--- src/hw/wfd_pkg.sv ---
// waveform digitizer readout definitions
package wfd_pkg;

    // board geometry
    localparam int num_chan = 2;                    // channel FPGAs on the board
    localparam int chan_idx_w = $clog2(num_chan);   // bits to name one channel

    // datapath widths
    localparam int fill_w = 24;         // fill number
    localparam int chan_data_w = 32;    // one word from a channel link
    localparam int daq_w = 64;          // one word toward the DAQ link
    localparam int word_count_w = 20;   // frame length field of the trailer
    localparam int tag_w = 8;           // type tag in the top byte of a DAQ word

    // fill number queue
    localparam int fill_fifo_depth = 4;
    localparam int fifo_ptr_w = $clog2(fill_fifo_depth);
    localparam int fifo_count_w = $clog2(fill_fifo_depth + 1); // must reach full depth

    typedef logic [fill_w-1:0]       fill_num_t;
    typedef logic [chan_data_w-1:0]  chan_data_t;
    typedef logic [chan_idx_w-1:0]   chan_idx_t;
    typedef logic [num_chan-1:0]     chan_mask_t;
    typedef logic [daq_w-1:0]        daq_word_t;
    typedef logic [word_count_w-1:0] word_count_t;
    typedef logic [tag_w-1:0]        daq_tag_t;
    typedef logic [fifo_ptr_w-1:0]   fifo_ptr_t;
    typedef logic [fifo_count_w-1:0] fifo_count_t;

    // tags in bits 63:56 of every DAQ word
    localparam daq_tag_t header_tag = 8'hA5;
    localparam daq_tag_t payload_tag = 8'h5A;
    localparam daq_tag_t trailer_tag = 8'hC3;

    // trigger manager states
    typedef enum logic [1:0] {
        tm_idle,        // waiting for a trigger
        tm_arm,         // pulse the channels and push the fill number
        tm_wait_done    // collecting done flags
    } tm_state_t;

    // data transfer manager states
    typedef enum logic [1:0] {
        dtm_idle,       // waiting for a fill number
        dtm_header,     // header word pending
        dtm_payload,    // passing channel packets through
        dtm_trailer     // trailer word pending
    } dtm_state_t;

endpackage

--- src/hw/trigger_manager.sv ---
// acquisition trigger manager
`timescale 1ns/100ps

module trigger_manager (
    input  logic                clk125,
    input  logic                reset,
    input  logic                trigger,        // trigger request
    input  wfd_pkg::chan_mask_t chan_done,      // done flag per channel
    input  logic                fifo_tready,    // fill queue has room
    output wfd_pkg::chan_mask_t acq_trigs,      // one cycle acquisition pulse
    output logic                fifo_tvalid,    // push the new fill number
    output wfd_pkg::fill_num_t  fifo_tdata
);

    wfd_pkg::tm_state_t  state;
    wfd_pkg::fill_num_t  fill_cnt;    // number of the next accepted fill
    wfd_pkg::chan_mask_t done_seen;   // sticky done per channel
    logic                accept;

    // a trigger counts only when idle and the queue can take its number
    assign accept = trigger && fifo_tready && (state == wfd_pkg::tm_idle);

    always_ff @(posedge clk125) begin
        if (reset) begin
            state <= wfd_pkg::tm_idle;
            fill_cnt <= wfd_pkg::fill_num_t'(1);    // fills count from 1
            done_seen <= '0;
        end else begin
            case (state)
                wfd_pkg::tm_idle: begin
                    if (accept) begin
                        state <= wfd_pkg::tm_arm;
                        done_seen <= '0;            // fresh mask for this fill
                    end
                end
                wfd_pkg::tm_arm: begin
                    // pulse and push happen in this cycle, number is used up
                    state <= wfd_pkg::tm_wait_done;
                    fill_cnt <= fill_cnt + 1'b1;
                end
                wfd_pkg::tm_wait_done: begin
                    done_seen <= done_seen | chan_done;
                    // every channel has reported at least once
                    if (done_seen == '1) begin
                        state <= wfd_pkg::tm_idle;
                    end
                end
                default: begin
                    state <= wfd_pkg::tm_idle;
                end
            endcase
        end
    end

    // all channels start together
    assign acq_trigs = {wfd_pkg::num_chan{state == wfd_pkg::tm_arm}};

    // fifo_tready was high on accept and only our own push can fill the
    // queue, so this single cycle write always lands
    assign fifo_tvalid = (state == wfd_pkg::tm_arm);
    assign fifo_tdata = fill_cnt;

endmodule

--- src/hw/fill_num_fifo.sv ---
// fill number queue
`timescale 1ns/100ps

module fill_num_fifo (
    input  logic               clk125,
    input  logic               reset,
    input  logic               s_tvalid,   // write side
    input  wfd_pkg::fill_num_t s_tdata,
    output logic               s_tready,
    output logic               m_tvalid,   // read side
    input  logic               m_tready,
    output wfd_pkg::fill_num_t m_tdata
);

    wfd_pkg::fill_num_t  mem [wfd_pkg::fill_fifo_depth];
    wfd_pkg::fifo_ptr_t  wr_ptr;
    wfd_pkg::fifo_ptr_t  rd_ptr;
    wfd_pkg::fifo_count_t count;    // entries held
    logic                wr_en;
    logic                rd_en;

    assign wr_en = s_tvalid && s_tready;
    assign rd_en = m_tvalid && m_tready;

    // storage
    always_ff @(posedge clk125) begin
        if (wr_en) begin
            mem[wr_ptr] <= s_tdata;
        end
    end

    always_ff @(posedge clk125) begin
        if (reset) begin
            wr_ptr <= '0;
            rd_ptr <= '0;
            count <= '0;
        end else begin
            if (wr_en) begin
                // wrap at the last slot
                wr_ptr <= (wr_ptr == wfd_pkg::fifo_ptr_t'(wfd_pkg::fill_fifo_depth - 1)) ?
                          '0 : wr_ptr + 1'b1;
            end
            if (rd_en) begin
                rd_ptr <= (rd_ptr == wfd_pkg::fifo_ptr_t'(wfd_pkg::fill_fifo_depth - 1)) ?
                          '0 : rd_ptr + 1'b1;
            end
            // simultaneous push and pop leaves the count alone
            case ({wr_en, rd_en})
                2'b10:   count <= count + 1'b1;
                2'b01:   count <= count - 1'b1;
                default: count <= count;
            endcase
        end
    end

    assign s_tready = (count != wfd_pkg::fifo_count_t'(wfd_pkg::fill_fifo_depth)); // full stops writes
    assign m_tvalid = (count != '0);    // a write shows up here one cycle later
    assign m_tdata = mem[rd_ptr];       // head of the queue

endmodule

--- src/hw/channel_rx_switch.sv ---
// channel packet receive switch
`timescale 1ns/100ps

module channel_rx_switch (
    input  logic                clk125,
    input  logic                reset,
    // channel 0 stream
    input  logic                c0_tvalid,
    input  logic                c0_tlast,
    input  wfd_pkg::chan_data_t c0_tdata,
    output logic                c0_tready,
    // channel 1 stream
    input  logic                c1_tvalid,
    input  logic                c1_tlast,
    input  wfd_pkg::chan_data_t c1_tdata,
    output logic                c1_tready,
    // merged stream toward the data transfer manager
    output logic                rx_tvalid,
    output logic                rx_tlast,
    output wfd_pkg::chan_data_t rx_tdata,
    output wfd_pkg::chan_idx_t  rx_chan,    // channel owning the grant
    input  logic                rx_tready
);

    wfd_pkg::chan_idx_t turn;   // granted channel
    logic               pkt_end;

    // a packet is over once its last word has moved
    assign pkt_end = rx_tvalid && rx_tready && rx_tlast;

    always_ff @(posedge clk125) begin
        if (reset) begin
            turn <= '0;     // channel 0 goes first
        end else if (pkt_end) begin
            turn <= (turn == wfd_pkg::chan_idx_t'(wfd_pkg::num_chan - 1)) ?
                    '0 : turn + 1'b1;
        end
    end

    // combinational steering, no register in the data path
    always_comb begin
        case (turn)
            1'b0: begin
                rx_tvalid = c0_tvalid;
                rx_tlast = c0_tlast;
                rx_tdata = c0_tdata;
            end
            default: begin
                rx_tvalid = c1_tvalid;
                rx_tlast = c1_tlast;
                rx_tdata = c1_tdata;
            end
        endcase
    end

    // only the granted channel sees ready, the other one waits
    assign c0_tready = (turn == 1'b0) && rx_tready;
    assign c1_tready = (turn == 1'b1) && rx_tready;

    assign rx_chan = turn;

endmodule

--- src/hw/data_transfer_manager.sv ---
// DAQ event frame builder
`timescale 1ns/100ps

module data_transfer_manager (
    input  logic                 clk125,
    input  logic                 reset,
    // fill number queue
    input  logic                 fill_tvalid,
    input  wfd_pkg::fill_num_t   fill_tdata,
    output logic                 fill_tready,
    // merged channel stream
    input  logic                 rx_tvalid,
    input  logic                 rx_tlast,
    input  wfd_pkg::chan_data_t  rx_tdata,
    input  wfd_pkg::chan_idx_t   rx_chan,
    output logic                 rx_tready,
    // DAQ link
    output logic                 daq_valid,
    input  logic                 daq_ready,
    output logic                 daq_header,
    output logic                 daq_trailer,
    output wfd_pkg::daq_word_t   daq_data
);

    wfd_pkg::dtm_state_t  state;
    wfd_pkg::fill_num_t   fill_reg;     // fill being framed
    wfd_pkg::word_count_t word_cnt;     // words sent so far in this frame
    wfd_pkg::chan_idx_t   pkt_cnt;      // packets finished so far
    wfd_pkg::daq_word_t   next_word;
    logic                 out_free;     // output register can take a word
    logic                 fill_pop;
    logic                 load_hdr;
    logic                 load_pay;
    logic                 load_trl;
    logic                 last_pkt;

    assign out_free = !daq_valid || daq_ready;
    assign fill_tready = (state == wfd_pkg::dtm_idle);
    assign fill_pop = fill_tvalid && fill_tready;

    // hold the channel stream while a word waits at the output
    assign rx_tready = (state == wfd_pkg::dtm_payload) && out_free;

    assign load_hdr = (state == wfd_pkg::dtm_header) && out_free;
    assign load_pay = rx_tvalid && rx_tready;
    assign load_trl = (state == wfd_pkg::dtm_trailer) && out_free;
    assign last_pkt = rx_tlast && (pkt_cnt == wfd_pkg::chan_idx_t'(wfd_pkg::num_chan - 1));

    // word formats
    always_comb begin
        next_word = '0;
        if (load_hdr) begin
            next_word[63:56] = wfd_pkg::header_tag;
            next_word[wfd_pkg::fill_w-1:0] = fill_reg;      // zero padded above
        end else if (load_pay) begin
            next_word[63:56] = wfd_pkg::payload_tag;
            next_word[55:48] = 8'(rx_chan);                 // source channel
            next_word[31:0] = rx_tdata;
        end else begin
            next_word[63:56] = wfd_pkg::trailer_tag;
            next_word[wfd_pkg::word_count_w-1:0] = word_cnt + 1'b1; // trailer counts itself
        end
    end

    always_ff @(posedge clk125) begin
        if (reset) begin
            state <= wfd_pkg::dtm_idle;
            word_cnt <= '0;
            pkt_cnt <= '0;
        end else begin
            case (state)
                wfd_pkg::dtm_idle: begin
                    if (fill_pop) begin
                        state <= wfd_pkg::dtm_header;
                    end
                end
                wfd_pkg::dtm_header: begin
                    if (load_hdr) begin
                        word_cnt <= wfd_pkg::word_count_t'(1);  // header is word one
                        pkt_cnt <= '0;
                        state <= wfd_pkg::dtm_payload;
                    end
                end
                wfd_pkg::dtm_payload: begin
                    if (load_pay) begin
                        word_cnt <= word_cnt + 1'b1;
                        if (rx_tlast) begin
                            pkt_cnt <= pkt_cnt + 1'b1;
                        end
                        if (last_pkt) begin
                            state <= wfd_pkg::dtm_trailer;  // every channel is in
                        end
                    end
                end
                wfd_pkg::dtm_trailer: begin
                    if (load_trl) begin
                        state <= wfd_pkg::dtm_idle;
                    end
                end
                default: begin
                    state <= wfd_pkg::dtm_idle;
                end
            endcase
        end
    end

    always_ff @(posedge clk125) begin
        if (fill_pop) begin
            fill_reg <= fill_tdata;
        end
    end

    // output register flags
    always_ff @(posedge clk125) begin
        if (reset) begin
            daq_valid <= 1'b0;
            daq_header <= 1'b0;
            daq_trailer <= 1'b0;
        end else if (load_hdr || load_pay || load_trl) begin
            daq_valid <= 1'b1;
            daq_header <= load_hdr;
            daq_trailer <= load_trl;
        end else if (daq_ready) begin
            daq_valid <= 1'b0;      // word taken, nothing new
            daq_header <= 1'b0;
            daq_trailer <= 1'b0;
        end
    end

    always_ff @(posedge clk125) begin
        if (load_hdr || load_pay || load_trl) begin
            daq_data <= next_word;  // stable while daq_ready is low
        end
    end

endmodule

--- src/hw/wfd_readout_top.sv ---
// digitizer master readout path
`timescale 1ns/100ps

module wfd_readout_top (
    input  logic                clk125,
    input  logic                reset,
    input  logic                trigger,        // trigger request
    output wfd_pkg::chan_mask_t acq_trigs,      // acquisition pulse per channel
    input  wfd_pkg::chan_mask_t chan_done,      // done flag per channel
    // channel 0 stream
    input  logic                c0_tvalid,
    output logic                c0_tready,
    input  logic                c0_tlast,
    input  wfd_pkg::chan_data_t c0_tdata,
    // channel 1 stream
    input  logic                c1_tvalid,
    output logic                c1_tready,
    input  logic                c1_tlast,
    input  wfd_pkg::chan_data_t c1_tdata,
    // DAQ link
    output logic                daq_valid,
    input  logic                daq_ready,
    output logic                daq_header,
    output logic                daq_trailer,
    output wfd_pkg::daq_word_t  daq_data
);

    // trigger manager to fill queue
    logic                fifo_tvalid;
    logic                fifo_tready;
    wfd_pkg::fill_num_t  fifo_tdata;

    // fill queue to data transfer manager
    logic                fill_tvalid;
    logic                fill_tready;
    wfd_pkg::fill_num_t  fill_tdata;

    // switch to data transfer manager
    logic                rx_tvalid;
    logic                rx_tready;
    logic                rx_tlast;
    wfd_pkg::chan_data_t rx_tdata;
    wfd_pkg::chan_idx_t  rx_chan;

    trigger_manager tm (
        .clk125      (clk125),
        .reset       (reset),
        .trigger     (trigger),
        .chan_done   (chan_done),
        .fifo_tready (fifo_tready),
        .acq_trigs   (acq_trigs),
        .fifo_tvalid (fifo_tvalid),
        .fifo_tdata  (fifo_tdata)
    );

    fill_num_fifo fill_fifo (
        .clk125   (clk125),
        .reset    (reset),
        .s_tvalid (fifo_tvalid),
        .s_tdata  (fifo_tdata),
        .s_tready (fifo_tready),
        .m_tvalid (fill_tvalid),
        .m_tready (fill_tready),
        .m_tdata  (fill_tdata)
    );

    channel_rx_switch rx_switch (
        .clk125    (clk125),
        .reset     (reset),
        .c0_tvalid (c0_tvalid),
        .c0_tlast  (c0_tlast),
        .c0_tdata  (c0_tdata),
        .c0_tready (c0_tready),
        .c1_tvalid (c1_tvalid),
        .c1_tlast  (c1_tlast),
        .c1_tdata  (c1_tdata),
        .c1_tready (c1_tready),
        .rx_tvalid (rx_tvalid),
        .rx_tlast  (rx_tlast),
        .rx_tdata  (rx_tdata),
        .rx_chan   (rx_chan),
        .rx_tready (rx_tready)
    );

    data_transfer_manager dtm (
        .clk125      (clk125),
        .reset       (reset),
        .fill_tvalid (fill_tvalid),
        .fill_tdata  (fill_tdata),
        .fill_tready (fill_tready),
        .rx_tvalid   (rx_tvalid),
        .rx_tlast    (rx_tlast),
        .rx_tdata    (rx_tdata),
        .rx_chan     (rx_chan),
        .rx_tready   (rx_tready),
        .daq_valid   (daq_valid),
        .daq_ready   (daq_ready),
        .daq_header  (daq_header),
        .daq_trailer (daq_trailer),
        .daq_data    (daq_data)
    );

endmodule

--- config.mk ---
export PLATFORM = sky130hd
export DESIGN_NAME = wfd_readout_top
export DESIGN_NICKNAME = d
export VERILOG_FILES = /design/src/hw/wfd_pkg.sv /design/src/hw/trigger_manager.sv /design/src/hw/fill_num_fifo.sv /design/src/hw/channel_rx_switch.sv /design/src/hw/data_transfer_manager.sv /design/src/hw/wfd_readout_top.sv
export SDC_FILE = /design/constraint.sdc
export NUM_CORES = 1
export LEC_CHECK = 0
export ABC_AREA = 1
export BUFFER_PORTS_ARGS = -buffer_cell sky130_fd_sc_hd__buf_2
export CAP_MARGIN = 20
export CORE_ASPECT_RATIO = 1.2
export CORE_MARGIN = 3
export CORE_UTILIZATION = 45
export DETAILED_ROUTE_END_ITERATION = 8
export GPL_ROUTABILITY_DRIVEN = 0
export PLACE_DENSITY_LB_ADDON = 0.05
export SLEW_MARGIN = 20
export SYNTH_ARGS = -nofsm -noshare
export SYNTH_HDL_FRONTEND = slang
export SYNTH_HIERARCHICAL = 1
export SYNTH_SLANG_ARGS = --single-unit
--- constraint.sdc ---
create_clock -name clk125 -period 5.45 [get_ports clk125]
set_input_delay 0.8175 -clock clk125 [delete_from_list [all_inputs] [get_ports clk125]]
set_output_delay 0.8175 -clock clk125 [all_outputs]
set_load 0.05 [all_outputs]
==> results_dict.tcl <==
set metrics [dict create \
    cp.depth 9 \
    grt_pass1_vias 7028 \
    htreeDepth 1 \
    cts_root_buf "clkbuf_16" \
    min_period_ps 2820 \
    synth_enable_flop_cells 157 \
    pre_cts_slack_ps 2240 \
    relSlewSlack_pct 32.3 \
    dieArea_mm2 0.0248 \
    grt_antenna_before_repair 0 \
    maxCapViolations 0 \
    worstMarginPinSlew_ps 1010 \
    drv_slew 0 \
    async_flop_share_pct 0 \
    grt_pass1_wl_mm 35.1 \
    overflow 0 \
    clock_sinks 221 \
    skew_ps 12.3 \
    hold_buffers 0 \
    antenna_cells 0 \
    critPathLaunchType "flip-flop" \
    fin_util_pct 52.8 \
    post_cts_resized 0 \
    rr_worst_depth 9 \
    crit_family "simple AND/OR/NAND/NOR gates" \
    timing.critical_path.buf_inv 3 \
    coreArea_mm2 0.0225 \
    worstPathMaxFanout 38 \
    path_clk_slew_ps 60 \
    initial_core_util_pct 45.9 \
    run_status "completed" \
    post-cts-setup-buffers 0 \
    finalHoldViolCount 0 \
    die_y_um 172 \
    ant_nets 0 \
    ctsLongestPathBuffers 3 \
    synth_seq_area_share_pct 58.0 \
    yosys_register_bits 221 \
    avgSynthCellArea_um2 9.43 \
    whs_path_depth 2 \
    vias_per_cell 4.93 \
    dieWidth_um 144 \
    ir_worst_vdd_v 0.000232 \
    worst_path_largest_cell_delay_ps 720 \
    grt_max_degree 50 \
    num_rows 60 \
    ys.flop_type "edfxtp_1" \
    clk_latency_ps 510 \
    switching_share_pct 35.9 \
    switchingPower_mw 2.15 \
    rsz0062_at_grt "false" \
    seqPwrFrac_pct 39.2 \
    p_clk_share_pct 30.0 \
    drt_iter0_drc 381 \
    fmax_ghz 0.355 \
    period_share_pct 51.7 \
    cts_made_buffers 24 \
    crit_type "flip-flop to flip-flop" \
    syn_area_mm2 0.0103 \
    grt.total_usage_pct 17.5 \
    p_int_mw 3.84 \
    post_drt_wl_per_cell_um 14.7 \
    cts_tree "built" \
    crit_slowest_cell "nand2_2" \
    crit_top_cell "nand2_1" \
    setup_violations 0 \
    postRouteWirelength_mm 22.1 \
    mostFrequentLayoutCells "nand2_1, edfxtp_1, buf_2" \
    final_layout_size_suffix_gt1_share_pct 21.0 \
    synthCells 1096 \
    combinationalPowerShare_pct 30.8 \
    hold_path_class "flip-flop to flip-flop" \
    finalWorstSetupSlack_ps 2630 \
    yosys.cell_types.count 40 \
    vias 7400 \
    p_per_area_mw_per_mm2 504 \
    reg.largest.list "fill_fifo/mem: 96 flops, dtm/daq_data: 37 flops" \
    dpl.hpwl_mm 14.8 \
    drcViolationCount 0 \
    fin_nets 1292 \
    port_buffers 121 \
    finalSetupTns_ps 0 \
    largest_reg_flops 96 \
    pin_count 145 \
    total_power_mw 5.99 \
    mostFrequentLayoutCell "nand2_1" \
    worstPathCellList "inv_6 -> nand2_1 -> nand2_1 -> nand3_1 -> nand2_1 -> inv_1 -> nand2_2 -> o21ai_0 -> inv_1" \
    endpoint_kind "flip-flop" \
    critPathArrivalTime_ps 3200 \
    crit_required_ps 5840 \
    top_register "fill_fifo/mem" \
    firstDrtPassIters 4 \
    area_growth_pct 15.1 \
    yosysWarnings 6 \
    p_leak_nw 4.75 \
]
-- final cells by class --
| class | instances | area [um^2] |
|---|---|---|
| Multi-Input combinational cell | 732 | 3640 |
| Inverter | 100 | 380 |
| Sequential cell | 221 | 6000 |
| Clock inverter | 15 | 245 |
| Clock buffer | 29 | 641 |
| Fill cell | 2066 | 10600 |
| Timing Repair Buffer | 126 | 643 |
| Tap cell | 279 | 349 |
-- synth_stat cells (12+ instances only) --
cell type | number | share of area (%)
buf_2 | 23 | 1.1
nor2_1 | 118 | 4.3
dfxtp_1 | 64 | 12
nor2_2 | 31 | 1.9
edfxtp_1 | 157 | 46
inv_1 | 85 | 3.1
nand2_1 | 295 | 11
o22ai_2 | 20 | 2.4
nand3_1 | 57 | 2.8
o21ai_0 | 57 | 2.8
nand2_2 | 15 | 0.91
ha_1 | 12 | 1.5
inv_2 | 12 | 0.44
a21oi_1 | 37 | 1.8
buf_4 | 32 | 2.3
-- power by group through the flow --
stage / combinational [mW] / clock (mW) / sequential (mW)
6_report: 1.84 / 1.80 / 2.35
5_1_grt: 2.04 / 1.91 / 2.38
3_3_place_gp: 1.85 / 0 / 2.39
2_1_floorplan: 1.08 / 0 / 2.76
3_5_place_dp: 1.87 / 0 / 2.39
4_1_cts: 1.87 / 1.85 / 2.35
-- path summary, 6_finish.rpt --
| path | from | to | slack (ps) |
|---|---|---|---|
| worst max-delay path | rx_switch/rx_chan | dtm/daq_valid | 2630 |
| worst min-delay path | tm/done_seen[0] | tm/done_seen[0] | 440 |
| worst max register to register | rx_switch/rx_chan | dtm/daq_valid | 2630 |
| worst min register to register | tm/done_seen[0] | tm/done_seen[0] | 440 |
-- metal layers --
metal	part of all wire, %	global-route usage [%]	vias up
li1	-	-	3799
met1	44	22.3	3418
met2	50	31.4	160
met3	4.3	2.46	23
met4	1.7	4.50	0
met5	0	0	-
-- worst reg2reg max path: cells and delay by family (launching register included) --
family	cells	cell delay, ps
buffers and inverters	3	750
DFF	1	420
AOI/OAI and AO/OA	1	390
and+or+nand+nor	5	1150
-- per-stage QoR --
step                      instances  hold WS, ps  cell area, um^2
final                          1502          444            11900
after floorplan                1118          424            10400
after global placement         1458          436            11000
after global routing           1502          480            11900
after CTS                      1502          450            11900
after detailed placement       1458          441            11000
-- cell families (layout without fill, tap and decap cells) --
logic type | after synthesis | count (layout) | share of synthesized area [%]
AOI/OAI and AO/OA | 144 | 144 | 9.00
adders and majority gates | 13 | 13 | 1.65
buffers and inverters | 165 | 270 | 7.77
other | 1 | 23 | 0.0363
xor gates and xnor gates | 9 | 9 | 0.763
and+or+nand+nor | 543 | 543 | 22.8
DFF | 221 | 221 | 58.0
(Power assumes the default switching activity.)
